**src/soc_pkg.sv**
```systemverilog
// soc package
// shared widths, PerInt op codes, slave indices, address map,
// device ids and reset counter constants
`default_nettype none

package soc_pkg;

	// data and address widths
	localparam int unsigned ARCHBITSZ = 32;
	localparam int unsigned ADDRBITSZ = 30;

	typedef logic [ARCHBITSZ-1:0] word_t;
	typedef logic [ADDRBITSZ-1:0] waddr_t;
	typedef logic [ARCHBITSZ/8-1:0] bsel_t;

	// PerInt operations
	typedef logic [1:0] op_t;
	localparam op_t OP_NOOP = 2'd0;
	localparam op_t OP_WRITE = 2'd1;
	localparam op_t OP_READ = 2'd2;
	localparam op_t OP_SWAP = 2'd3;

	// slave indices with the default slave last
	typedef logic [1:0] slave_idx_t;
	localparam slave_idx_t S_RAM = 2'd0;
	localparam slave_idx_t S_DEVTBL = 2'd1;
	localparam slave_idx_t S_INVALID = 2'd2;
	localparam int unsigned SLAVECOUNT = 3;

	// address map in words
	localparam int unsigned RAM_BASE = 0;
	localparam int unsigned RAM_MAPSZ = 1024;
	localparam int unsigned DEVTBL_BASE = 1024;
	localparam int unsigned DEVTBL_MAPSZ = 64;
	localparam int unsigned INVALID_MAPSZ = 1024;

	// ids reported through the device table
	localparam word_t DEV_ID_RAM = 32'd1;
	localparam word_t DEV_ID_DEVTBL = 32'd7;
	localparam word_t DEV_ID_INVALID = 32'd0;

	// reset sequencing
	localparam int unsigned RST_CNTR_BITSZ = 4;
	typedef logic [RST_CNTR_BITSZ-1:0] rst_cntr_t;
	localparam rst_cntr_t RST_CNTR_LOAD = '1;

endpackage

`default_nettype wire

```
**src/reset_ctrl.sv**
```systemverilog
// reset controller
// stretches rst_p with a down counter, restarts it on a software warm
// reset and latches a software power-off until the next rst_p
`timescale 1ns/1ps
`default_nettype none

module reset_ctrl (
	 input wire clk120mhz
	,input wire rst_p
	,input wire dt_rst0_i
	,input wire dt_rst1_i
	,output logic sys_rst_o
);

	logic warm_rst;
	logic pwr_off;
	logic pwr_off_q;
	soc_pkg::rst_cntr_t rst_cntr;

	// rst1 alone is a warm reset, rst0 alone a power-off
	// both set used to mean a cold reset, which has no meaning here
	assign warm_rst = dt_rst1_i & ~dt_rst0_i;
	assign pwr_off = dt_rst0_i & ~dt_rst1_i;

	always_ff @(posedge clk120mhz) begin
		if (rst_p || warm_rst) begin
			rst_cntr <= soc_pkg::RST_CNTR_LOAD;
		end else if (rst_cntr != '0) begin
			rst_cntr <= rst_cntr - soc_pkg::rst_cntr_t'(1);
		end
	end

	// sticky until a board reset
	always_ff @(posedge clk120mhz) begin
		if (rst_p) begin
			pwr_off_q <= 1'b0;
		end else if (pwr_off) begin
			pwr_off_q <= 1'b1;
		end
	end

	assign sys_rst_o = (rst_cntr != '0) || pwr_off_q;

endmodule

`default_nettype wire

```
**config.mk**
```make
export PLATFORM = sky130hd
export DESIGN_NAME = reset_ctrl
export DESIGN_NICKNAME = d
export VERILOG_FILES = /design/src/soc_pkg.sv /design/src/reset_ctrl.sv
export SDC_FILE = /design/constraint.sdc
export NUM_CORES = 1
export LEC_CHECK = 0
export ABC_AREA = 1
export BUFFER_PORTS_ARGS = -buffer_cell sky130_fd_sc_hd__buf_2
export CORE_AREA = 2 2 39 41
export DETAILED_ROUTE_END_ITERATION = 8
export DIE_AREA = 0 0 41 43
export SYNTH_ARGS = -nofsm -noshare
export SYNTH_HDL_FRONTEND = slang
export SYNTH_SLANG_ARGS = --single-unit
```
**constraint.sdc**
```tcl
create_clock -name clk120mhz -period 2.1 [get_ports clk120mhz]
set_clock_uncertainty 0.1 [all_clocks]
set_input_delay 0.105 -clock clk120mhz [delete_from_list [all_inputs] [get_ports clk120mhz]]
set_output_delay 0.105 -clock clk120mhz [all_outputs]
set_load 0.01 [all_outputs]
```
**Word-level counts from Yosys, hierarchy flattened**

Cells that the tools add are included.

- Bits in registers: 5
- Output and inout port bits: 1

- Add/subtract/negate cells: 1
- Bitwise operators: 4
- Reductions and logical operators: 3

Operator list:

| operator | number |
|---|---|
| $reduce_bool A4 Y1 | 1 |
| $sub A4 B1 Y4 const B | 1 |
| $and A1 B1 Y1 | 2 |
| $logic_or A1 B1 Y1 | 2 |
| $not A1 Y1 | 2 |

**Longest topological paths before layout**

Gate-level depths: netlist of the first run.

- Word-level depth: 3
- Depth in mapped cells: 7
- Gate-level depth less buffers: 7

**Least setup slack after synthesis of the first run**

No wires, ideal clock.

- Path kind: register to register
- Start: register rst_cntr[0]
- End: register rst_cntr[3]
- Data arrival time: 0.947 ns
- Path slack: 0.991 ns
- Stages on the path, launching flop included: 6
- Path buffers: 0
- Period minus slack after synthesis: 1.109 ns
- Cells stage by stage: dfxtp_1 > bufinv_8 > ha_1 > nor2_1 > nand3_1 > nand3_1

- Longest elaborated chain between the ends: 1
- Elaborated cells on any way between the ends: 2

Ends and longest elaborated chain:

| element | line | text |
|---|---|---|
| start, declared | reset_ctrl.sv:18 | `soc_pkg::rst_cntr_t rst_cntr;` |
| start signal, assigned | reset_ctrl.sv:27 | `rst_cntr <= soc_pkg::RST_CNTR_LOAD;` |
| start signal, assigned | reset_ctrl.sv:29 | `rst_cntr <= rst_cntr - soc_pkg::rst_cntr_t'(1);` |
| $sub A4 B1 Y4 / $reduce_bool A4 Y1 (equally long branches) | reset_ctrl.sv:29, reset_ctrl.sv:28 |  |

Several ways; a longest one is shown, not always the timed one.
A chain may end at the register's enable or synchronous reset.

**Worst setup path after layout of the first run**

- Start: register rst_cntr[0]
- End: output port sys_rst_o

- Longest elaborated chain between the ends: 2

Ends and longest elaborated chain:

| element | line | text |
|---|---|---|
| $reduce_bool A4 Y1 | reset_ctrl.sv:42 | `assign sys_rst_o = (rst_cntr != '0) \|\| pwr_off_q;` |
| $logic_or A1 B1 Y1 | reset_ctrl.sv:42 |  |
| end, declared | reset_ctrl.sv:12 | `,output logic sys_rst_o` |

No other way between the ends.

==> impl_metrics.yaml, run 1 <==
outcome:
  status: "finished, final reports clean"
die:
  start_util: 0.199
  coreArea_sq_um: 1380
  ios: 5
  floorplan.rows: 14
  chipHeight_um: 43
  die_x_um: 41
  die_area_sq_um: 1760
routing:
  avgRoutedWirePerCell_um: 7.29
  first_pass_iters: 2
  via_per_inst: 4.00
  wirelength_um: 459
  drtAntennaViolNets: 0
  met1_length_um: 163
  drcViolationCount: 0
  met3_length_um: 15
  first_iter_violations: 2
  routed-wl-met2_um: 267
  top_layer: "met4"
  num_vias: 252
synthesis:
  yosysWarnings: 0
  yosysTopAreaCell: "dfxtp_1"
  synth_common_cells: "nand2_1, nand3_1, dfxtp_1"
  syn-instance-count: 38
  yosysSeqAreaShare: 0.364
  synth.most_common_cell: "nand2_1"
  synth_edf_count: 0
  synthDistinctLibCells: 11
  syn_area_per_cell_sq_um: 7.24
  syn_nets: 44
  post_synth_instance_area_sq_um: 275
  synth_top_cell_area_share: 0.364
  synth.area.top_cells: "dfxtp_1, nand2_1, nand3_1, ha_1, bufinv_8"
  ys_ff_latch: 5
  async_flop_share: 0
  ys.flop_type: "dfxtp_1"
clock_network:
  clock-sinks: 5
  clkSlewWorstSetupHoldPaths_ns: 0.04
  cts_resized: 0
  post_cts_buffers: 0
  htree_levels: 1
  cts.hold.buffers_added: 1
  cts_inserted_buffers: 3
  tritoncts: "done"
  cts_buffer_depth: 2
  root_buffer: "clkbuf_4"
  clock_latency_ns: 0.24
cells_and_area:
  fill_cells: 152
  drive_above_1_share: 0.255
  multi_input_area_sq_um: 135
  final_nets: 54
  n_antenna_cell: 0
  area_growth_pct: 27.7
  regArea_sq_um: 100
setup_path:
  endpoint_kind: "output port"
  path_class: "flop to output port"
  crit_arrival_ns: 1.22
  reg2reg_depth: 5
  r2r_end: "rst_cntr[3]"
  cp_max_fo: 5
  cp.required_ns: 1.89
  reg2reg_from: "rst_cntr[0]"
  cp-start-kind: "flop"
  regToRegSetupSlack_ns: 0.90
power:
  power_uw: 239
  power_density_nw_per_um2: 680
  ir_worst_vdd_mv: 0.323
  p_leak_uw: 0.000186
timing:
  rsz0062_at_grt: "no"
  finalMaxSlewViolations: 0
  slew_headroom: 0.828
  fin_setup_tns_ns: 0
  fmax_mhz: 704
  tightest_slew_ns: 0.258
  post-route-min-period_ns: 1.42
  setup_viol: 0
  min_period_over_period: 0.676
  finalHoldViolCount: 0
  fin_ws_ns: 0.679
global_route:
  grt_overflow: 0
  grt_pass1_wl_um: 821
  grt_max_degree: 6
  grt_pass1_vias: 247
  antenna_found_initial: 0
  grt.total_usage: 0.0713
job:
  drv_cap: 0
placed_design:
  dp_slack_ns: 0.919
  dp_hpwl_um: 378
  port-buffer-count: 4
  gp_congestion: 0.803
hold_path:
  hold_end: "pwr_off_q"
  min_path_type: "input port to flop"
  hold_depth: 4
  worstHoldStart: "dt_rst1_i"
-- how the worst max path moves through the flow --
stage / start / endpoint / slack (ns) / cells past startpoint
after detailed placement: rst_cntr[0] / rst_cntr[0] / 0.92 / 5
after CTS: rst_cntr[0] / sys_rst_o / 0.67 / 4
after global placement: rst_cntr[0] / rst_cntr[3] / 0.93 / 5
after global routing: rst_cntr[0] / sys_rst_o / 0.62 / 4
final: rst_cntr[0] / sys_rst_o / 0.68 / 4
after floorplan: rst_cntr[0] / rst_cntr[3] / 0.99 / 5
-- logic make-up after synthesis --
logic type	count (synthesis)	share of synthesized area
DFF	5	0.364
AOI/OAI and AO/OA	1	0.0182
and+or+nand+nor	23	0.382
adders and majority gates	2	0.0909
buffers and inverters	7	0.145
-- cell usage in the layout, fill, tap and decap left out --
| master | netlist | final |
|---|---|---|
| clkbuf_4 | 0 | 3 |
| clkbuf_1 | 0 | 1 |
| nor2_1 | 4 | 4 |
| ha_1 | 2 | 2 |
| inv_1 | 4 | 4 |
| inv_2 | 2 | 2 |
| buf_2 | 0 | 4 |
| dlygate4sd3_1 | 0 | 1 |
| nor2_4 | 1 | 1 |
| nand2_2 | 1 | 1 |
| dfxtp_1 | 5 | 5 |
| nand3_1 | 7 | 7 |
| bufinv_8 | 1 | 1 |
| a21oi_1 | 1 | 1 |
| nand2_1 | 10 | 10 |
-- worst max-delay path, stage by stage, from the launching register on --
cell and delay [ns]:
dfxtp_1 0.32, bufinv_8 0.18, ha_1 0.25, nand3_1 0.10
buf_2 0.12
-- state kept, by name, summed over array words and instances, names as in the netlist --
register and cells:
pwr_off_q 1, rst_cntr 4
-- metrics by stage --
stage,utilization,cells,hold slack [ns],area (sq um)
floorplan,-,38,0.0741,275
global placement,0.228,58,0.181,315
detailed placement,0.228,58,0.180,315
CTS,0.254,63,0.0134,352
global route,0.254,63,0.0455,352
finish,0.254,63,0.0197,352
-- report_power, final --
| group | internal (uW) | switching (uW) |
|---|---|---|
| Combinational | 14.6 | 13.0 |
| Sequential | 100 | 2.77 |
| Clock | 71.7 | 36.9 |
| Total | 186 | 52.7 |
-- layer usage --
metal | track usage | vias to the layer above
li1 | - | 134
met1 | 0.0643 | 110
met2 | 0.113 | 6
met3 | 0.0314 | 2
met4 | 0.0600 | 0
met5 | 0 | -
-- layout make-up --
class	instances	area share
well taps	16	0.0569
inverters	7	0.114
multi-input cells	26	0.384
flip-flops and latches	5	0.285
repair buffers	5	0.0854
clock buffers	4	0.0747
No activity file was read; power rests on OpenSTA's default activity.
==> run 2, diff against run 1 <==
==> constraint.sdc (replaced) <==
create_clock -name clk120mhz -period 1.4 [get_ports clk120mhz]
set_clock_uncertainty 0.1 [all_clocks]
set_input_delay 0.07 -clock clk120mhz [delete_from_list [all_inputs] [get_ports clk120mhz]]
set_output_delay 0.07 -clock clk120mhz [all_outputs]
set_load 0.01 [all_outputs]
==> impl_metrics.yaml, run 2 (same netlist as run 1, synthesis figures left out) <==
outcome:
  status: "finished, final reports clean"
clock_network:
  tritoncts: "done"
  clock-sinks: 5
  root_buffer: "clkbuf_4"
  htree_levels: 1
  cts_buffer_depth: 2
  clkSlewWorstSetupHoldPaths_ns: 0.05
  clock_latency_ns: 0.24
  cts_inserted_buffers: 3
cells_and_area:
  layout_common_cells: "nand2_1, nand3_1, dfxtp_1"
  n_antenna_cell: 0
  area_growth_pct: 35.9
  top_register: "rst_cntr"
  largest_reg_flops: 4
  biggestRegsByFlops: "rst_cntr (4), pwr_off_q (1)"
  final_cell_area_sq_um: 374
  drive_above_1_share: 0.271
  final_nets: 55
  final_common_cell: "nand2_1"
setup_path:
  endpoint_kind: "output port"
  cp-start-kind: "flop"
  cp_cell_sequence: "bufinv_8 -> ha_4 -> nand3_1 -> buf_2"
  cp_max_fo: 5
  slowest_delay_ns: 0.33
  cpMaxStageDelayCell: "dfxtp_1"
  cp.required_ns: 1.23
  crit_arrival_ns: 1.13
  path_class: "flop to output port"
routing:
  via_per_inst: 3.92
  first_iter_violations: 2
  drtAntennaViolNets: 0
  num_vias: 251
  avgRoutedWirePerCell_um: 7.86
  first_pass_iters: 3
  drcViolationCount: 0
  wirelength_um: 503
power:
  p_leak_uw: 0.000190
  ir_worst_vdd_mv: 0.566
  power_density_nw_per_um2: 1000
die:
  ios: 5
  chipHeight_um: 43
  coreArea_sq_um: 1380
  die_x_um: 41
  floorplan.rows: 14
  die_area_sq_um: 1760
  start_util: 0.199
timing:
  whs_ns: 0.106
  tightest_slew_ns: 0.297
  setup_viol: 0
  post-route-min-period_ns: 1.30
  min_period_over_period: 0.927
  rsz0062_at_grt: "no"
  fin_setup_tns_ns: 0
  finalHoldViolCount: 0
  slew_headroom: 0.801
  finalMaxSlewViolations: 0
  fmax_mhz: 770
placed_design:
  dp_hpwl_um: 356
  gp_congestion: 0.767
  port-buffer-count: 4
  place_area_sq_um: 315
global_route:
  grt_overflow: 0
  antenna_found_initial: 0
  grt.total_usage: 0.0714
  grt_pass1_vias: 231
  grt_pass1_wl_um: 807
  grt_max_degree: 6
job:
  drv_cap: 0
hold_path:
  min_path_type: "input port to flop"
-- run 2: stage by stage --
stage	util	total power, uW	cells	setup slack (ns)
finish	0.270	375	64	0.102
global route	0.270	400	64	0.0216
CTS	0.263	379	64	0.0478
detailed placement	0.228	197	58	0.232
global placement	0.228	196	58	0.245
floorplan	-	187	38	0.291
-- run 2: repair_timing --
action,in CTS,in global routing
hold buffers,2,0
gates resized for setup,1,1
setup buffers,0,0
endpoints found under the hold margin,2,0
setup endpoints to repair,1,1
-- run 2: area by class of cell --
class	instances	area, sq um
fillers	143	1010
multi-input cells	26	148
flip-flops and latches	5	100
repair buffers	6	40.0
inverters	7	40.0
clock buffers	4	26.3
well taps	16	20.0
-- run 2: worst paths after layout --
check             depth (start not counted)        start  slack [ns]     endpoint
setup / recovery                          4  rst_cntr[0]        0.10    sys_rst_o
hold reg to reg                           2  rst_cntr[0]        0.42  rst_cntr[0]
hold / removal                            5    dt_rst1_i        0.11  rst_cntr[2]
setup reg to reg                          3    pwr_off_q        0.23    pwr_off_q
-- run 2: metal layers --
metal / track usage / routed length, um / vias to the layer above / share of wire
li1: - / - / 137 / -
met1: 0.0677 / 222 / 107 / 0.44
met2: 0.109 / 249 / 7 / 0.50
met3: 0.0628 / 30 / 0 / 0.060
met4: 0.0200 / 0 / 0 / 0
met5: 0 / 0 / - / 0
-- run 2: worst max-delay path: cells and delay by family (launching register included) --
kind	cells	cell delay, ns
simple gates	1	0.07
flops	1	0.33
buf+inv	2	0.31
fa+ha+maj	1	0.17
-- run 2: report_power, final --
part	internal, uW	switching, uW
Sequential	150	4.74
Combinational	27.2	22.6
Clock	108	62.6
Total	285	89.9
