## src/soc_pkg.sv

```systemverilog
// soc package
// shared widths, PerInt op codes, slave indices, address map,
// device ids and reset counter constants
`default_nettype none

package soc_pkg;

	// data and address widths
	localparam int unsigned ARCHBITSZ = 32;
	localparam int unsigned ADDRBITSZ = 30;

	typedef logic [ARCHBITSZ-1:0] word_t;
	typedef logic [ADDRBITSZ-1:0] waddr_t;
	typedef logic [ARCHBITSZ/8-1:0] bsel_t;

	// PerInt operations
	typedef logic [1:0] op_t;
	localparam op_t OP_NOOP = 2'd0;
	localparam op_t OP_WRITE = 2'd1;
	localparam op_t OP_READ = 2'd2;
	localparam op_t OP_SWAP = 2'd3;

	// slave indices with the default slave last
	typedef logic [1:0] slave_idx_t;
	localparam slave_idx_t S_RAM = 2'd0;
	localparam slave_idx_t S_DEVTBL = 2'd1;
	localparam slave_idx_t S_INVALID = 2'd2;
	localparam int unsigned SLAVECOUNT = 3;

	// address map in words
	localparam int unsigned RAM_BASE = 0;
	localparam int unsigned RAM_MAPSZ = 1024;
	localparam int unsigned DEVTBL_BASE = 1024;
	localparam int unsigned DEVTBL_MAPSZ = 64;
	localparam int unsigned INVALID_MAPSZ = 1024;

	// ids reported through the device table
	localparam word_t DEV_ID_RAM = 32'd1;
	localparam word_t DEV_ID_DEVTBL = 32'd7;
	localparam word_t DEV_ID_INVALID = 32'd0;

	// reset sequencing
	localparam int unsigned RST_CNTR_BITSZ = 4;
	typedef logic [RST_CNTR_BITSZ-1:0] rst_cntr_t;
	localparam rst_cntr_t RST_CNTR_LOAD = '1;

endpackage

`default_nettype wire

```

## src/pi1_if.sv

```systemverilog
// PerInt slave-side bus
// carries one request from the interconnect to a slave and the
// read data and ready level back
`timescale 1ns/1ps
`default_nettype none

interface pi1_if;

	soc_pkg::op_t op;
	soc_pkg::waddr_t addr;
	soc_pkg::word_t wdata;
	soc_pkg::bsel_t sel;
	// response side
	soc_pkg::word_t rdata;
	logic rdy;

	modport master (
		 output op
		,output addr
		,output wdata
		,output sel
		,input rdata
		,input rdy
	);

	modport slave (
		 input op
		,input addr
		,input wdata
		,input sel
		,output rdata
		,output rdy
	);

endinterface

`default_nettype wire

```

## src/pi1_xbar.sv

```systemverilog
// PerInt interconnect for a single master
// decodes the word address to the RAM, the device table or the
// built-in default slave, and returns read data a cycle later
`timescale 1ns/1ps
`default_nettype none

module pi1_xbar (
	 input wire clk120mhz
	,input wire sys_rst_i
	,input wire soc_pkg::op_t m_op_i
	,input wire soc_pkg::waddr_t m_addr_i
	,input wire soc_pkg::word_t m_data_i
	,input wire soc_pkg::bsel_t m_sel_i
	,output soc_pkg::word_t m_data_o
	,output logic m_rdy_o
	,pi1_if.master ram_bus
	,pi1_if.master dt_bus
);

	localparam soc_pkg::waddr_t RAM_BASE_A = soc_pkg::waddr_t'(soc_pkg::RAM_BASE);
	localparam soc_pkg::waddr_t RAM_SIZE_A = soc_pkg::waddr_t'(soc_pkg::RAM_MAPSZ);
	localparam soc_pkg::waddr_t DT_BASE_A = soc_pkg::waddr_t'(soc_pkg::DEVTBL_BASE);
	localparam soc_pkg::waddr_t DT_SIZE_A = soc_pkg::waddr_t'(soc_pkg::DEVTBL_MAPSZ);

	soc_pkg::waddr_t ram_off;
	soc_pkg::waddr_t dt_off;
	soc_pkg::slave_idx_t req_idx;
	soc_pkg::slave_idx_t resp_idx;
	logic req_rdy;
	logic accept;
	logic is_read;

	// an address below a base wraps to a large offset and misses
	assign ram_off = m_addr_i - RAM_BASE_A;
	assign dt_off = m_addr_i - DT_BASE_A;

	always_comb begin
		if (ram_off < RAM_SIZE_A) begin
			req_idx = soc_pkg::S_RAM;
		end else if (dt_off < DT_SIZE_A) begin
			req_idx = soc_pkg::S_DEVTBL;
		end else begin
			req_idx = soc_pkg::S_INVALID;
		end
	end

	// only the selected slave sees an operation
	assign ram_bus.op = (req_idx == soc_pkg::S_RAM) ? m_op_i : soc_pkg::OP_NOOP;
	assign ram_bus.addr = ram_off;
	assign ram_bus.wdata = m_data_i;
	assign ram_bus.sel = m_sel_i;

	assign dt_bus.op = (req_idx == soc_pkg::S_DEVTBL) ? m_op_i : soc_pkg::OP_NOOP;
	assign dt_bus.addr = dt_off;
	assign dt_bus.wdata = m_data_i;
	assign dt_bus.sel = m_sel_i;

	always_comb begin
		case (req_idx)
			soc_pkg::S_RAM: req_rdy = ram_bus.rdy;
			soc_pkg::S_DEVTBL: req_rdy = dt_bus.rdy;
			// default slave takes anything and drops writes
			default: req_rdy = 1'b1;
		endcase
	end

	assign m_rdy_o = req_rdy & ~sys_rst_i;
	assign accept = (m_op_i != soc_pkg::OP_NOOP) && m_rdy_o;
	assign is_read = (m_op_i == soc_pkg::OP_READ) || (m_op_i == soc_pkg::OP_SWAP);

	// which slave owes the pending read data
	always_ff @(posedge clk120mhz) begin
		if (sys_rst_i) begin
			resp_idx <= soc_pkg::S_INVALID;
		end else if (accept && is_read) begin
			resp_idx <= req_idx;
		end
	end

	always_comb begin
		case (resp_idx)
			soc_pkg::S_RAM: m_data_o = ram_bus.rdata;
			soc_pkg::S_DEVTBL: m_data_o = dt_bus.rdata;
			default: m_data_o = '0;
		endcase
	end

endmodule

`default_nettype wire

```

## src/flat_wrapper.sv

```systemverilog
// flat-port wrapper written by rule: the top's interface ports become plain ports
module pi1_xbar_flat 
  (clk120mhz, sys_rst_i, m_op_i, m_addr_i, m_data_i, m_sel_i, m_data_o, m_rdy_o, ram_bus_op, ram_bus_addr, ram_bus_wdata, ram_bus_sel, ram_bus_rdata, ram_bus_rdy, dt_bus_op, dt_bus_addr, dt_bus_wdata, dt_bus_sel, dt_bus_rdata, dt_bus_rdy);
  pi1_if ram_bus_i ();
  pi1_if dt_bus_i ();
  input wire clk120mhz;
  input wire sys_rst_i;
  input wire soc_pkg::op_t m_op_i;
  input wire soc_pkg::waddr_t m_addr_i;
  input wire soc_pkg::word_t m_data_i;
  input wire soc_pkg::bsel_t m_sel_i;
  output soc_pkg::word_t m_data_o;
  output logic m_rdy_o;
  output wire logic [$bits(ram_bus_i.op)-1:0] ram_bus_op;
  output wire logic [$bits(ram_bus_i.addr)-1:0] ram_bus_addr;
  output wire logic [$bits(ram_bus_i.wdata)-1:0] ram_bus_wdata;
  output wire logic [$bits(ram_bus_i.sel)-1:0] ram_bus_sel;
  input wire logic [$bits(ram_bus_i.rdata)-1:0] ram_bus_rdata;
  input wire logic [$bits(ram_bus_i.rdy)-1:0] ram_bus_rdy;
  output wire logic [$bits(dt_bus_i.op)-1:0] dt_bus_op;
  output wire logic [$bits(dt_bus_i.addr)-1:0] dt_bus_addr;
  output wire logic [$bits(dt_bus_i.wdata)-1:0] dt_bus_wdata;
  output wire logic [$bits(dt_bus_i.sel)-1:0] dt_bus_sel;
  input wire logic [$bits(dt_bus_i.rdata)-1:0] dt_bus_rdata;
  input wire logic [$bits(dt_bus_i.rdy)-1:0] dt_bus_rdy;
  assign ram_bus_op = ram_bus_i.op;
  assign ram_bus_addr = ram_bus_i.addr;
  assign ram_bus_wdata = ram_bus_i.wdata;
  assign ram_bus_sel = ram_bus_i.sel;
  assign ram_bus_i.rdata = ram_bus_rdata;
  assign ram_bus_i.rdy = ram_bus_rdy;
  assign dt_bus_op = dt_bus_i.op;
  assign dt_bus_addr = dt_bus_i.addr;
  assign dt_bus_wdata = dt_bus_i.wdata;
  assign dt_bus_sel = dt_bus_i.sel;
  assign dt_bus_i.rdata = dt_bus_rdata;
  assign dt_bus_i.rdy = dt_bus_rdy;
  pi1_xbar u_core (.clk120mhz(clk120mhz), .sys_rst_i(sys_rst_i), .m_op_i(m_op_i), .m_addr_i(m_addr_i), .m_data_i(m_data_i), .m_sel_i(m_sel_i), .m_data_o(m_data_o), .m_rdy_o(m_rdy_o), .ram_bus(ram_bus_i), .dt_bus(dt_bus_i));
endmodule
```

## config.mk

```make
export PLATFORM = sky130hd
export DESIGN_NAME = pi1_xbar_flat
export DESIGN_NICKNAME = d
export VERILOG_FILES = /design/src/soc_pkg.sv /design/src/pi1_if.sv /design/src/pi1_xbar.sv /design/src/flat_wrapper.sv
export SDC_FILE = /design/constraint.sdc
export NUM_CORES = 1
export LEC_CHECK = 0
export ABC_AREA = 1
export BUFFER_PORTS_ARGS = -buffer_cell sky130_fd_sc_hd__buf_2
export CAP_MARGIN = 15
export CORE_AREA = 2 2 117 119
export DETAILED_ROUTE_END_ITERATION = 7
export DIE_AREA = 0 0 119 121
export PLACE_DENSITY = 0.57
export SLEW_MARGIN = 5
export SYNTH_ARGS = -nofsm -noshare
export SYNTH_HDL_FRONTEND = slang
export SYNTH_SLANG_ARGS = --single-unit
```

## constraint.sdc

```tcl
create_clock -name clk120mhz -period 6.6 [get_ports clk120mhz]
set_input_delay 1.32 -clock clk120mhz [delete_from_list [all_inputs] [get_ports clk120mhz]]
set_output_delay 1.32 -clock clk120mhz [all_outputs]
set_load 0.01 [all_outputs]
```

# == After elaboration in Yosys (flattened, before gate mapping) ==
# Index checks and enable logic that the tools add are counted.
# W data, S select, Z words.
# totals
in_bits,136
out_inout_bits,169
reg_bits,2
elab_cells,22
# classes
n_mux,6
n_lt_le_gt_ge,2
n_eq_ne,4
reduce_logical,6
bitwise,2
addsub,1
# ops
operator,count
$pmux W32 S2,1
$lt A30 B11 Y1 const B,1
$lt A30 B7 Y1 const B,1
$sub A30 B11 Y30 const B,1
$mux W2,4
$eq A2 B1 Y1 const B,2
$eq A2 B2 Y1 const B,2
$logic_not A2 Y1,2
$logic_and A1 B1 Y1,2
$pmux W1 S2,1
$reduce_bool A2 Y1,1
$and A1 B1 Y1,1
$logic_or A1 B1 Y1,1
$not A1 Y1,1

# == Longest topological paths before layout ==
# depth
ltp_word,9
mapped_depth,16
depth_no_buf,16

# == Worst setup path before layout ==
# OpenSTA, ideal clock, no wires.
# synth_path
path_kind,input to output
start,input m_addr_i[10]
end,output m_rdy_o
path_buffers,0
path_slack_ns,2.480
t_required_ns,5.280
path_stages,11
arrival_ns,2.800
cell_sequence,inv_1 > ha_1 > nand2_2 > nor2_2 > nand2_1 > xor2_1 > inv_2 > nand2_1 > nor2_2 > nand3_2 > and2_1
# synth_via
elab_chain_cells,7
word_cells_on_any_way,9
classes_between,add/sub (1); order compare (2); eq/ne (1); mux (3); bitwise (1); reduce/logical (1)
# synth_lines
item,line,source
start: declaration,flat_wrapper.sv:9,input wire soc_pkg::waddr_t m_addr_i;
$sub A30 B11 Y30 *,pi1_xbar.sv:35,assign dt_off = m_addr_i - DT_BASE_A;
named net dt_bus_addr[26],flat_wrapper.sv:21,output wire logic [$bits(dt_bus_i.addr)-1:0] dt_bus_addr;
$lt A30 B7 Y1 *,pi1_xbar.sv:40,end else if (dt_off < DT_SIZE_A) begin
$mux W2 *,pi1_xbar.sv:40,
$mux W2 *,pi1_xbar.sv:38,if (ram_off < RAM_SIZE_A) begin
$eq A2 B1 Y1 or $logic_not A2 Y1 (tied branches),pi1_xbar.sv:59,case (req_idx)
$pmux W1 S2 *,pi1_xbar.sv:59,
$and A1 B1 Y1 *,pi1_xbar.sv:67,assign m_rdy_o = req_rdy & ~sys_rst_i;
end: declaration,flat_wrapper.sv:13,output logic m_rdy_o;
# Mark *: on every way through the listed nets, which the timed path passes. The rest lies on a longest branch.

# == Worst setup path in the final report ==
# layout_path
start,input m_addr_i[10]
end,output m_rdy_o
# layout_via
elab_chain_cells,7
word_cells_on_any_way,9
classes_between,add/sub (1); order compare (2); eq/ne (1); mux (3); bitwise (1); reduce/logical (1)
# layout_lines
item,line
$sub A30 B11 Y30,pi1_xbar.sv:35
$lt A30 B7 Y1,pi1_xbar.sv:40
$mux W2,pi1_xbar.sv:40
$mux W2 *,pi1_xbar.sv:38
$eq A2 B1 Y1 or $logic_not A2 Y1 (tied branches),pi1_xbar.sv:59
$pmux W1 S2 *,pi1_xbar.sv:59
$and A1 B1 Y1 *,pi1_xbar.sv:67
# Every way passes the cells marked *; elsewhere a longest branch is shown, timed or not.

==> key figures <==
Final layout
  • Reg with most FFs: u_core.resp_idx
  • Nets@finish: 631
  • Final Core Density: 20.42%
  • Number of diodes: 0
  • Largest registers: u_core.resp_idx (2)
  • Layout cells sized above 1: 43.67%
  • Area growth, synth to finish: 12.84%
  • Fin area: 0.002673 mm^2
  • Max reg flops: 2

Die
  • Core ar.: 0.01309 mm^2
  • Starting Density: 18.10%
  • I/O pins: 305
  • Die W: 119 um
  • Site Rows: 42
  • Chip Height: 121 um
  • Die area: 0.01440 mm^2

Clocking
  • Worst-Skew Late Latency: 0.22 ns
  • CTS resizes: 0
  • CTS Buf Count: 3
  • Post-CTS Setup Bufs: 0
  • Worst-path clk slew: 0.03 ns
  • CTS tree: done
  • Clk root buf: clkbuf_16
  • Clock buffer depth: 2
  • # hold bufs at CTS: 0
  • Htree depth: 1
  • Clk sinks: 2

Synth
  • Post-synth EDFFs: 0
  • Top cell type's share of synthesized area: 35.50%
  • Async SR Flop Fraction: 0%
  • Synth warnings: 0
  • Cells after synthesis: 433
  • Count of different cell masters after synthesis: 25
  • Avg Cell Area, Syn: 5.470 um^2
  • Seq/Total Area, Yosys: 1.690%
  • Synth Net Count: 572
  • Post-synth top flop: dfxtp_1
  • #FFs+latches synth: 2
  • Count leader, synth: buf_4
  • Ranking of synthesized cells by area: buf_4, nand3_1, nand2_1
  • Cell taking the most area after synthesis: buf_4
  • Cell Area, Synth: 0.002369 mm^2
  • Synth top cells by count: buf_4, nand2_1, nand3_1

Timing
  • Final period utilization: 68.64%
  • RSZ-0062 raised after global routing: false
  • Layout Skew: 0 ns
  • Final hold viol count: 0
  • Fin crit period: 4.530 ns
  • Slew @ Worst Pin: 1.098 ns
  • Final setup viols: 0
  • Worst Hold Slack: 0.4687 ns
  • Max Slew Vio Count: 0
  • Fmax: 220.7 MHz
  • Sum Neg Setup Slack: 0 ns
  • Slew HR: 26.69%

Critical path
  • FF-to-FF Start: u_core.resp_idx[0]
  • CP Capture Type: primary output
  • Critical Path Source Type: primary input
  • Cell class contributing the biggest share of worst-path delay: simple AND/OR/NAND/NOR gates
  • Crit Path Max Fanout: 6
  • CP arrival: 3.21 ns
  • Number of buffers and inverters on the critical path: 3
  • Slowest CP cell: ha_1
  • WP data required: 5.28 ns
  • Critical path class: in2out
  • Crit path cell chain: buf_2, inv_1, ha_1, nand2_2, nor2_2, nor2_1, nor2_2, nand2_1, nor2_1, nand3_1, nor2_2, nand3_2, and2_1, buf_2
  • Largest stage delay on the critical path: 0.31 ns
  • CP startpoint: m_addr_i[10]
  • Most repeated library cell on the critical path: nor2_2

Detailed routing
  • Highest routed metal layer: met5
  • Met1 Wirelength: 3.671 mm
  • WL met3: 883 um
  • Routed via count: 2694
  • DR DRC count: 0
  • Drt total wl: 8.422 mm
  • 1st-pass router iterations: 4
  • Drt first-iter violations: 132
  • WL/cell: 12.65 um
  • Post-DRT Antenna Nets: 0
  • Met2 Wirelength: 3.491 mm
  • Vias per inst: 4.045

Flow run
  • Max_cap viols: 0

Global routing
  • All-Layer GR Usage: 10.15%
  • Pin count of the biggest net entering global routing: 65
  • Global route total overflow: 0
  • Global-route wire length before repair: 11.78 mm
  • Vias in the first global route: 2164
  • Initial antenna violation count: 1

Placement
  • Port bufs: 178
  • DPL Wire Length: 7.046 mm
  • Placed Instance Area: 0.002597 mm^2
  • Routability Congestion: 0.8045

Power
  • Max rail drop VDD: 0.07133 mV
  • Pwr/cell area: 83.62 mW/mm^2
  • Power, Total: 0.0002235 W
  • Static leakage: 1.618 nW

Hold path
  • Min-delay src: u_core.resp_idx[1]
  • Worst hold-check path type: reg2reg

Outcome
  • Outcome: finished clean
[power breakdown]
part           leakage (nW)  switching [W]  total [W]  internal, W
Combinational          1.56      0.0000727   0.000121    0.0000480
Clock                0.0370      0.0000128  0.0000898    0.0000770
Sequential           0.0164    0.000000216  0.0000130    0.0000128
[stage by stage]
stage / worst slack (ns) / std cells
3_5_place_dp: 2.059 / 663
4_1_cts: 2.058 / 666
5_1_grt: 1.851 / 666
3_3_place_gp: 2.136 / 663
6_report: 2.070 / 666
2_1_floorplan: 2.480 / 433
[placed cells by master (no fill, tap or decap), types with 2 or more instances in the layout]
cell	count
dfxtp_1	2
clkbuf_16	3
nor2_2	10
o21ai_1	4
clkinv_1	2
inv_1	32
nand3b_1	7
nand4_1	5
inv_2	8
nand2_2	7
nor2_4	3
nand2_1	90
buf_2	178
ha_1	3
nand3_1	81
nand3_2	2
a21oi_1	2
nor2_1	44
[worst paths after layout]
path                         to  slack [ns]  depth (start not counted)
max                     m_rdy_o        2.07                         14
max reg2reg  u_core.resp_idx[0]        4.86                          5
min reg2reg  u_core.resp_idx[1]        0.47                          2
min          u_core.resp_idx[1]        0.47                          2
[layer usage]
| metal | up-vias | GRT usage, % |
|---|---|---|
| li1 | 1368 | - |
| met1 | 1145 | 13.39 |
| met2 | 134 | 14.22 |
| met3 | 45 | 4.088 |
| met4 | 2 | 4.911 |
| met5 | - | 0 |
[worst min-delay path, stage by stage, from the launching register on]
cell,delay (ns)
dfxtp_1,0.30
nand2_1,0.07
nand2_1,0.05
[cell type report]
type / count / area, um^2
inverters: 42 / 157.7
repair buffers: 179 / 898.4
multi-input cells: 264 / 1281
flip-flops and latches: 2 / 40.04
fillers: 1547 / 10410
clock buffers: 3 / 75.07
well taps: 176 / 220.2
[cells by family (layout without fill, tap and decap cells)]
family	Yosys count	after routing	share of synthesized area (%)
AND/OR/NAND/NOR	252	252	50.24
AO/OA/AOI/OAI	8	8	1.902
adder cells (fa/ha/maj)	3	3	1.585
flip-flops	2	2	1.691
XOR/XNOR	1	1	0.3699
buffers and inverters	167	224	44.22
Note: power is estimated with default switching activity, not from simulation.
