`src/soc_pkg.sv`:
```
// soc package
// shared widths, PerInt op codes, slave indices, address map,
// device ids and reset counter constants
`default_nettype none

package soc_pkg;

	// data and address widths
	localparam int unsigned ARCHBITSZ = 32;
	localparam int unsigned ADDRBITSZ = 30;

	typedef logic [ARCHBITSZ-1:0] word_t;
	typedef logic [ADDRBITSZ-1:0] waddr_t;
	typedef logic [ARCHBITSZ/8-1:0] bsel_t;

	// PerInt operations
	typedef logic [1:0] op_t;
	localparam op_t OP_NOOP = 2'd0;
	localparam op_t OP_WRITE = 2'd1;
	localparam op_t OP_READ = 2'd2;
	localparam op_t OP_SWAP = 2'd3;

	// slave indices with the default slave last
	typedef logic [1:0] slave_idx_t;
	localparam slave_idx_t S_RAM = 2'd0;
	localparam slave_idx_t S_DEVTBL = 2'd1;
	localparam slave_idx_t S_INVALID = 2'd2;
	localparam int unsigned SLAVECOUNT = 3;

	// address map in words
	localparam int unsigned RAM_BASE = 0;
	localparam int unsigned RAM_MAPSZ = 1024;
	localparam int unsigned DEVTBL_BASE = 1024;
	localparam int unsigned DEVTBL_MAPSZ = 64;
	localparam int unsigned INVALID_MAPSZ = 1024;

	// ids reported through the device table
	localparam word_t DEV_ID_RAM = 32'd1;
	localparam word_t DEV_ID_DEVTBL = 32'd7;
	localparam word_t DEV_ID_INVALID = 32'd0;

	// reset sequencing
	localparam int unsigned RST_CNTR_BITSZ = 4;
	typedef logic [RST_CNTR_BITSZ-1:0] rst_cntr_t;
	localparam rst_cntr_t RST_CNTR_LOAD = '1;

endpackage

`default_nettype wire

```
`src/pi1_if.sv`:
```
// PerInt slave-side bus
// carries one request from the interconnect to a slave and the
// read data and ready level back
`timescale 1ns/1ps
`default_nettype none

interface pi1_if;

	soc_pkg::op_t op;
	soc_pkg::waddr_t addr;
	soc_pkg::word_t wdata;
	soc_pkg::bsel_t sel;
	// response side
	soc_pkg::word_t rdata;
	logic rdy;

	modport master (
		 output op
		,output addr
		,output wdata
		,output sel
		,input rdata
		,input rdy
	);

	modport slave (
		 input op
		,input addr
		,input wdata
		,input sel
		,output rdata
		,output rdy
	);

endinterface

`default_nettype wire

```
`src/dev_table.sv`:
```
// device table
// word 0 holds the slave count, word 1 the software reset levels,
// then an id word and a map size word per slave
`timescale 1ns/1ps
`default_nettype none

module dev_table (
	 input wire clk120mhz
	,input wire sys_rst_i
	,pi1_if.slave bus
	,output logic dt_rst0_o
	,output logic dt_rst1_o
);

	localparam int unsigned WORD_BITS = $clog2(soc_pkg::DEVTBL_MAPSZ);
	localparam logic [WORD_BITS-1:0] W_COUNT = WORD_BITS'(0);
	localparam logic [WORD_BITS-1:0] W_CTRL = WORD_BITS'(1);
	localparam logic [WORD_BITS-1:0] W_FIRST = WORD_BITS'(2);
	localparam logic [WORD_BITS-1:0] W_END = WORD_BITS'(2 + 2 * soc_pkg::SLAVECOUNT);
	// no slave raises interrupts in this system
	localparam logic [soc_pkg::SLAVECOUNT-1:0] DEV_USEINTR = '0;

	logic [WORD_BITS-1:0] word;
	logic [WORD_BITS-1:0] entry_word;
	soc_pkg::slave_idx_t entry;
	soc_pkg::word_t entry_mapsz;
	soc_pkg::word_t rd_word;
	soc_pkg::word_t rdata_q;
	logic accept;
	logic do_write;
	logic do_read;

	function automatic soc_pkg::word_t dev_id(input soc_pkg::slave_idx_t k);
		case (k)
			soc_pkg::S_RAM: return soc_pkg::DEV_ID_RAM;
			soc_pkg::S_DEVTBL: return soc_pkg::DEV_ID_DEVTBL;
			default: return soc_pkg::DEV_ID_INVALID;
		endcase
	endfunction

	function automatic soc_pkg::word_t dev_mapsz(input soc_pkg::slave_idx_t k);
		case (k)
			soc_pkg::S_RAM: return soc_pkg::word_t'(soc_pkg::RAM_MAPSZ);
			soc_pkg::S_DEVTBL: return soc_pkg::word_t'(soc_pkg::DEVTBL_MAPSZ);
			default: return soc_pkg::word_t'(soc_pkg::INVALID_MAPSZ);
		endcase
	endfunction

	assign word = bus.addr[WORD_BITS-1:0];
	assign entry_word = (word - W_FIRST) >> 1;
	assign entry = soc_pkg::slave_idx_t'(entry_word);
	assign entry_mapsz = dev_mapsz(entry);

	assign bus.rdy = ~sys_rst_i;
	assign accept = (bus.op != soc_pkg::OP_NOOP) && bus.rdy;
	assign do_write = accept && (bus.op == soc_pkg::OP_WRITE || bus.op == soc_pkg::OP_SWAP);
	assign do_read = accept && (bus.op == soc_pkg::OP_READ || bus.op == soc_pkg::OP_SWAP);

	always_comb begin
		if (word == W_COUNT) begin
			rd_word = soc_pkg::word_t'(soc_pkg::SLAVECOUNT);
		end else if (word == W_CTRL) begin
			rd_word = {{(soc_pkg::ARCHBITSZ-2){1'b0}}, dt_rst1_o, dt_rst0_o};
		end else if (word < W_END) begin
			// odd words carry the map size, bit 31 the interrupt-use flag
			if (word[0]) begin
				rd_word = {DEV_USEINTR[entry], entry_mapsz[soc_pkg::ARCHBITSZ-2:0]};
			end else begin
				rd_word = dev_id(entry);
			end
		end else begin
			rd_word = '0;
		end
	end

	// the reset levels clear as soon as the system reset they cause arrives
	always_ff @(posedge clk120mhz) begin
		if (sys_rst_i) begin
			dt_rst0_o <= 1'b0;
			dt_rst1_o <= 1'b0;
		end else if (do_write && word == W_CTRL) begin
			dt_rst0_o <= bus.wdata[0];
			dt_rst1_o <= bus.wdata[1];
		end
	end

	always_ff @(posedge clk120mhz) begin
		if (do_read) begin
			rdata_q <= rd_word;
		end
	end

	assign bus.rdata = rdata_q;

endmodule

`default_nettype wire

```
`src/flat_wrapper.sv`:
```
// flat-port wrapper written by rule: the top's interface ports become plain ports
module dev_table_flat 
  (clk120mhz, sys_rst_i, dt_rst0_o, dt_rst1_o, bus_op, bus_addr, bus_wdata, bus_sel, bus_rdata, bus_rdy);
  pi1_if bus_i ();
  input wire clk120mhz;
  input wire sys_rst_i;
  output logic dt_rst0_o;
  output logic dt_rst1_o;
  input wire logic [$bits(bus_i.op)-1:0] bus_op;
  input wire logic [$bits(bus_i.addr)-1:0] bus_addr;
  input wire logic [$bits(bus_i.wdata)-1:0] bus_wdata;
  input wire logic [$bits(bus_i.sel)-1:0] bus_sel;
  output wire logic [$bits(bus_i.rdata)-1:0] bus_rdata;
  output wire logic [$bits(bus_i.rdy)-1:0] bus_rdy;
  assign bus_i.op = bus_op;
  assign bus_i.addr = bus_addr;
  assign bus_i.wdata = bus_wdata;
  assign bus_i.sel = bus_sel;
  assign bus_rdata = bus_i.rdata;
  assign bus_rdy = bus_i.rdy;
  dev_table u_core (.clk120mhz(clk120mhz), .sys_rst_i(sys_rst_i), .bus(bus_i), .dt_rst0_o(dt_rst0_o), .dt_rst1_o(dt_rst1_o));
endmodule
```
`config.mk`:
```
export PLATFORM = sky130hd
export DESIGN_NAME = dev_table_flat
export DESIGN_NICKNAME = d
export VERILOG_FILES = /design/src/soc_pkg.sv /design/src/pi1_if.sv /design/src/dev_table.sv /design/src/flat_wrapper.sv
export SDC_FILE = /design/constraint.sdc
export NUM_CORES = 1
export LEC_CHECK = 0
export BUFFER_PORTS_ARGS = -buffer_cell sky130_fd_sc_hd__clkbuf_2
export CAP_MARGIN = 25
export CORE_MARGIN = 5
export CORE_UTILIZATION = 27
export CTS_CLUSTER_DIAMETER = 120
export CTS_CLUSTER_SIZE = 16
export DETAILED_ROUTE_END_ITERATION = 10
export PLACE_DENSITY = 0.8
export SETUP_SLACK_MARGIN = 0.02
export SLEW_MARGIN = 10
export SYNTH_ARGS = -nofsm -noshare
export SYNTH_HDL_FRONTEND = slang
export SYNTH_SLANG_ARGS = --single-unit
```
`constraint.sdc`:
```
create_clock -name clk120mhz -period 2.8 [get_ports clk120mhz]
set_clock_uncertainty 0.05 [all_clocks]
set_input_delay 0.56 -clock clk120mhz [delete_from_list [all_inputs] [get_ports clk120mhz]]
set_output_delay 0.56 -clock clk120mhz [all_outputs]
set_load 0.03 [all_outputs]
```
== Word-level counts from Yosys, hierarchy flattened ==
Cells that the tools add are included.
Word-level totals
  bits in registers: 34
  input port bits: 70
  output and inout bits: 35
Cells by class
  add/sub/neg operators: 1
  $lt $le $gt $ge: 2
  equal/unequal tests: 5
  multiplexer cells: 7
  bitwise gates (word level): 2
  reductions and logical operators: 10
Operators with widths (number)
  32-bit 2-to-1 mux: 1
  11-bit 2-to-1 mux: 1
  6-bit by 1-bit equality test with 1-bit output (second input constant): 1
  6-bit zero test: 1
  6-bit by 4-bit < comparator with 1-bit output (second input constant): 1
  3-bit case mux with 2 select lines: 1
  2-bit by 1-bit equality test with 1-bit output (second input constant): 2
  2-bit equality test (second input constant): 2
  1-bit logical AND: 4
  2-bit 2-to-1 mux: 2
  2-bit by 3-bit < comparator with 1-bit output (second input constant): 1
  3-bit OR reduction: 1
  3-bit by 2-bit subtractor with 3-bit output (second input constant): 1
  1-bit binary-select mux with 2-bit select: 1
  2-bit zero test: 1
  1-bit logical OR: 2
  1-bit inverter: 2
  2-bit nonzero test: 1
  1-bit 2-to-1 mux: 1

== Logic depth before layout (Yosys ltp) ==
Gate-level depths: netlist of the first run.
  word-level depth: 6
  depth in mapped cells: 5
  depth with buffers taken out: 5

== Worst setup path before layout of the first run ==
Ideal clock, no wire load.
  path kind: input to register
  start point: input bus_addr[4]
  end point: register u_core.dt_rst0_o
  library setup time: 0.072 ns
  data arrival time: 1.419 ns
  data required time: 2.678 ns
  path slack: 1.260 ns
  cell stages on the path: 3
  cells stage by stage: or3_4 -> nor4_4 -> mux2i_1
On the way
  word-level cells in the longest chain between the ends: 2
RTL lines
  start, declared: line flat_wrapper.sv:10  | input wire logic [$bits(bus_i.addr)-1:0] bus_addr;
  6-bit by 1-bit equality test with 1-bit output: line dev_table.sv:81  | end else if (do_write && word == W_CTRL) begin
  1-bit logical AND: line dev_table.sv:81
  end signal, assigned: line dev_table.sv:82  | dt_rst0_o <= bus.wdata[0];
  end, declared: line dev_table.sv:11  | ,output logic dt_rst0_o
Every way passes these cells.
A chain may end at the register's enable or synchronous reset.

== Final worst setup path of the first run ==
  start point: input sys_rst_i
  end point: output bus_rdy
On the way
  word-level cells in the longest chain between the ends: 1
RTL lines
  start, declared: line flat_wrapper.sv:6  | input wire sys_rst_i;
  1-bit inverter: line dev_table.sv:54  | assign bus.rdy = ~sys_rst_i;
  end, declared: line flat_wrapper.sv:14  | output wire logic [$bits(bus_i.rdy)-1:0] bus_rdy;
Every way passes these cells.

==> results of run 1 <==
[worst max-delay path, delay by kind of cell]
family	cells	cell delay, ns
buf+inv	3	0.44
[stage by stage]
| stage | power [mW] | util |
|---|---|---|
| 2_1_floorplan | 0.216 | - |
| 3_3_place_gp | 0.202 | 0.298 |
| 3_5_place_dp | 0.204 | 0.298 |
| 4_1_cts | 0.296 | 0.311 |
| 5_1_grt | 0.304 | 0.311 |
| 6_report | 0.295 | 0.311 |
[metal layers]
| metal | GRT usage | share of wire |
|---|---|---|
| met1 | 0.0513 | 0.31 |
| met2 | 0.120 | 0.48 |
| met3 | 0.0302 | 0.17 |
| met4 | 0.0610 | 0.035 |
| met5 | 0 | 0 |
[layout make-up]
type	instances	area, µm²	area share
clock buffer	4	26.3	0.0426
inverter	3	11.3	0.0183
multi-input combinational	50	260	0.422
sequential	7	190	0.308
tap	27	33.8	0.0548
timing repair buffer	19	95.1	0.154
[where the power goes]
group	switching [mW]	internal [mW]	total, mW	leakage (nW)
Sequential	0.00116	0.115	0.116	0.0571
Clock	0.0375	0.0544	0.0918	0.0150
Combinational	0.0734	0.0134	0.0868	0.241
[worst max path at each step]
stage                            from                             to  slack (ns)  cells after the start
after detailed placement  bus_addr[4]  u_core.dt_rst0_o$_SDFFE_PP0P_        1.08                      4
after global routing        sys_rst_i                        bus_rdy        1.15                      3
final                       sys_rst_i                        bus_rdy        1.19                      3
after floorplan           bus_addr[4]  u_core.dt_rst0_o$_SDFFE_PP0P_        1.26                      3
after global placement    bus_addr[4]  u_core.dt_rst1_o$_SDFFE_PP0P_        1.13                      4
after CTS                   sys_rst_i                        bus_rdy        1.19                      3
[sequential cells by signal (all words and copies together) (netlist names)]
register	cells
u_core.bus.rdata	5
u_core.dt_rst0_o	1
u_core.dt_rst1_o	1
[cells by family (layout without fill, tap and decap cells)]
kind of cell	count (synthesis)	after routing	share of synthesized area
muxes	2	2	0.0353
adders and majority gates	2	2	0.0441
DFF	7	7	0.336
other	1	27	0.00662
buffers and inverters	30	26	0.377
and+or+nand+nor	15	15	0.161
AOI/OAI and AO/OA	4	4	0.0397
[Yosys cell counts]
cell type,instances
nand2_1,6
dfxtp_1,2
o21ai_0,2
nor4_1,1
inv_1,3
nor2_1,3
conb_1,1
nor2b_1,1
nor4_4,1
mux2i_1,2
buf_4,27
or3_4,1
a21oi_1,1
ha_1,2
edfxtp_1,5
a22oi_1,1
and3_1,2
==> impl_metrics.ini, run 1 <==
[status]
run_status = complete, no violations

[route]
totalWireLength_um = 1020
antenna_left = 0
drc = 0
viasPerCell = 3.68
first_pass_iters = 2
routedWlPerCell_um = 9.30
vias = 405
first_iter_violations = 4

[power_and_ir_drop]
peakVddDrop_uv = 123
static-leakage-power_nw = 0.313
p_per_area_mw_per_mm2 = 478

[min_path]
min-delay-start = u_core.dt_rst1_o$_SDFFE_PP0P_
hp-class = reg2reg
whs_endpoint = u_core.dt_rst1_o$_SDFFE_PP0P_
whs_path_depth = 2

[clocking]
htree_levels = 1
clock-root-buffer = clkbuf_4
postCtsSetupBuffers = 0
clk_path_buf_depth = 2
postCtsResizedCells = 0
clk_pin_slew_ns = 0.05
clock_latency_ns = 0.26
cts_buffers = 3
cts_tree = done
cts.sinks = 7
cts_hold_buf = 0

[global_route]
grt_max_degree = 6
grtUsageTotal = 0.0663
overflow = 0
grt_pass1_vias = 402
grt_pass1_wl_um = 1590
grt_antenna_before_repair = 0

[floorplan]
die_x_um = 55.8
rows = 16
die_area_mm2 = 0.00312
initial_core_util = 0.286
die_h_um = 55.8
core-area_mm2 = 0.00198
ioPinCount = 105

[placement]
place_inst = 106
post-dp-hpwl_um = 907
port-buffer-count = 19
placed_area_um2 = 591
gp_congestion = 0.750
pre_cts_slack_ns = 1.08

[timing]
rsz0062_at_grt = no
finalHoldViolations = 0
clock.fmax_mhz = 622
timing.final.crit_period_ns = 1.61
setup_viol = 0
finalMaxSlewViolations = 0
finalSetupTns_ns = 0
fin_hold_ws_ns = 0.450
finalCritPeriodShare = 0.574
setup_slack_ns = 1.19

[setup_path]
path_class = in2out
timing.rr.end = u_core.bus.rdata[0]$_SDFFCE_PP1P_
crit_path_top_delay_cell = clkbuf_2
regToRegSetupSlack_ns = 1.91
cp-end-kind = output pin
crit_required_ns = 2.19
crit_fanout = 5
r2r-start = u_core.dt_rst0_o$_SDFFE_PP0P_
crit_top_cell = clkbuf_2
crit_chain = clkbuf_2, inv_1, clkbuf_2
cpPeakStageDelay_ns = 0.23
start_kind = input port
reg2reg_depth = 2
cp.arrival_ns = 1.00

[layout]
finalNonFillerCells = 110
diodes = 0
n_fill_cell = 223
layout_common_cells = 27 x conb_1, 19 x clkbuf_2, 6 x nand2_1
area_growth_pct = 8.83
final_common_cell = conb_1
fin_area_um2 = 617
num-nets-final = 156
drive_gt1_frac = 0.289

[synth]
ys_seq_elements = 7
synthTopCellsByArea = buf_4 36%, edfxtp_1 26%, dfxtp_1 7.1%
netlist_area_um2 = 567
yosysWarnings = 0
ys_types = 17
yosysTopAreaCell = buf_4
postSynthCellCount = 61
syn-mean-instance-area_um2 = 9.29
synth_top_area_share = 0.358
ys_seq_area_frac = 0.336

[run]
drv_cap = 0
Note: power is estimated with default switching activity, not from simulation.
==> run 2, diff against run 1 <==
--- a/config.mk
+++ b/config.mk
@@ -8,11 +8,11 @@
 export BUFFER_PORTS_ARGS = -buffer_cell sky130_fd_sc_hd__clkbuf_2
 export CAP_MARGIN = 25
 export CORE_MARGIN = 5
-export CORE_UTILIZATION = 27
+export CORE_UTILIZATION = 23
 export CTS_CLUSTER_DIAMETER = 120
 export CTS_CLUSTER_SIZE = 16
 export DETAILED_ROUTE_END_ITERATION = 10
-export PLACE_DENSITY = 0.8
+export PLACE_DENSITY = 0.72
 export SETUP_SLACK_MARGIN = 0.02
 export SLEW_MARGIN = 10
 export SYNTH_ARGS = -nofsm -noshare
==> constraint.sdc (replaced) <==
create_clock -name clk120mhz -period 1.3 [get_ports clk120mhz]
set_clock_uncertainty 0.05 [all_clocks]
set_input_delay 0.26 -clock clk120mhz [delete_from_list [all_inputs] [get_ports clk120mhz]]
set_output_delay 0.26 -clock clk120mhz [all_outputs]
set_load 0.03 [all_outputs]
==> impl_metrics.ini, run 2 (synthesized netlist as in run 1, its figures left out) <==
[status]
run_status = complete, no violations

[power_and_ir_drop]
power_uw = 634
p_per_area_mw_per_mm2 = 974
static-leakage-power_nw = 0.332
peakVddDrop_uv = 390

[placement]
post-dp-hpwl_um = 1030
gp_congestion = 0.729
place_inst = 113
port-buffer-count = 19
pre_cts_slack_ns = -0.126

[setup_path]
cp-end-kind = flip-flop
cp.arrival_ns = 1.27
start_kind = input port
crit_fanout = 2
crit_required_ns = 1.42
path_class = in2reg

[timing]
finalHoldViolations = 0
timing.final.crit_period_ns = 1.15
rsz0062_at_grt = no
finalMaxSlewViolations = 0
clock.fmax_mhz = 867
setup_slack_ns = 0.146
setup_viol = 0
finalCritPeriodShare = 0.888

[route]
routedWlPerCell_um = 9.32
drc = 0
antenna_left = 0
first_iter_violations = 1
viasPerCell = 3.45
first_pass_iters = 2
vias = 404
totalWireLength_um = 1090

[clocking]
clk_path_buf_depth = 2
cts_tree = done
postCtsSetupBuffers = 0
cts_hold_buf = 0
htree_levels = 1
clock_latency_ns = 0.24
postCtsResizedCells = 0
clock-root-buffer = clkbuf_4
cts.sinks = 7
cts_buffers = 3
clk_pin_slew_ns = 0.04

[floorplan]
ioPinCount = 105
rows = 18
die_area_mm2 = 0.00356
initial_core_util = 0.235
die_h_um = 59.6
die_x_um = 59.6
core-area_mm2 = 0.00241

[layout]
layout_common_cells = 27 x conb_1, 19 x clkbuf_2, 6 x nand2_1
final_common_cell = conb_1
num-nets-final = 160
finalNonFillerCells = 117
utilization = 0.270
n_fill_cell = 262
area_growth_pct = 14.8
largest_register_ffs = 5
diodes = 0
drive_gt1_frac = 0.322

[global_route]
grt_pass1_vias = 408
grt_max_degree = 6
grt_pass1_wl_um = 1580
grt_antenna_before_repair = 0
overflow = 0
grtUsageTotal = 0.0631

[run]
drv_cap = 0

[min_path]
hp-class = in2reg
==> run 2: final timing paths <==
| path | to | cells past startpoint | slack, ns | start |
|---|---|---|---|---|
| min reg2reg | u_core.dt_rst1_o$_SDFFE_PP0P_ | 2 | 0.44 | u_core.dt_rst1_o$_SDFFE_PP0P_ |
| min | u_core.dt_rst1_o$_SDFFE_PP0P_ | 3 | 0.22 | bus_wdata[1] |
| max reg2reg | u_core.bus.rdata[0]$_SDFFCE_PP1P_ | 2 | 0.43 | u_core.dt_rst0_o$_SDFFE_PP0P_ |
| max | u_core.dt_rst0_o$_SDFFE_PP0P_ | 4 | 0.15 | bus_addr[4] |
==> run 2: final cells by class <==
type,instances,area [µm²],area share
multi-input cells,50,260,0.400
flip-flops and latches,7,190,0.292
repair buffers,23,125,0.192
well taps,30,37.5,0.0577
clock buffers,4,26.3,0.0404
inverters,3,11.3,0.0173
==> run 2: worst max-delay path, stage by stage <==
cell,delay (ns)
clkbuf_2,0.08
or3_4,0.39
nor4_4,0.31
mux2i_1,0.23
==> run 2: routing by layer <==
layer  wire length [µm]  vias up  global-route usage  share of wire
met5                  0        -                   0              0
met4                  0        0              0.0475              0
met3                174        0              0.0305           0.16
met2                588       32               0.117           0.54
met1                329      175              0.0483           0.30
li1                   -      197                   -              -
==> run 2: stage by stage <==
step	cell area, µm²	hold slack (ns)	TNS, ns
6_report	651	0.216	0
3_5_place_dp	624	0.436	-0.355
3_3_place_gp	624	0.429	-0.206
2_1_floorplan	664	0.352	0
5_1_grt	651	0.206	0
4_1_cts	651	0.212	0
==> run 2: where the power goes <==
| part | leakage (nW) | total, mW | internal, mW | switching [mW] |
|---|---|---|---|---|
| registers | 0.0571 | 0.251 | 0.248 | 0.00253 |
| logic | 0.260 | 0.196 | 0.0362 | 0.160 |
| clock network | 0.0150 | 0.187 | 0.116 | 0.0703 |
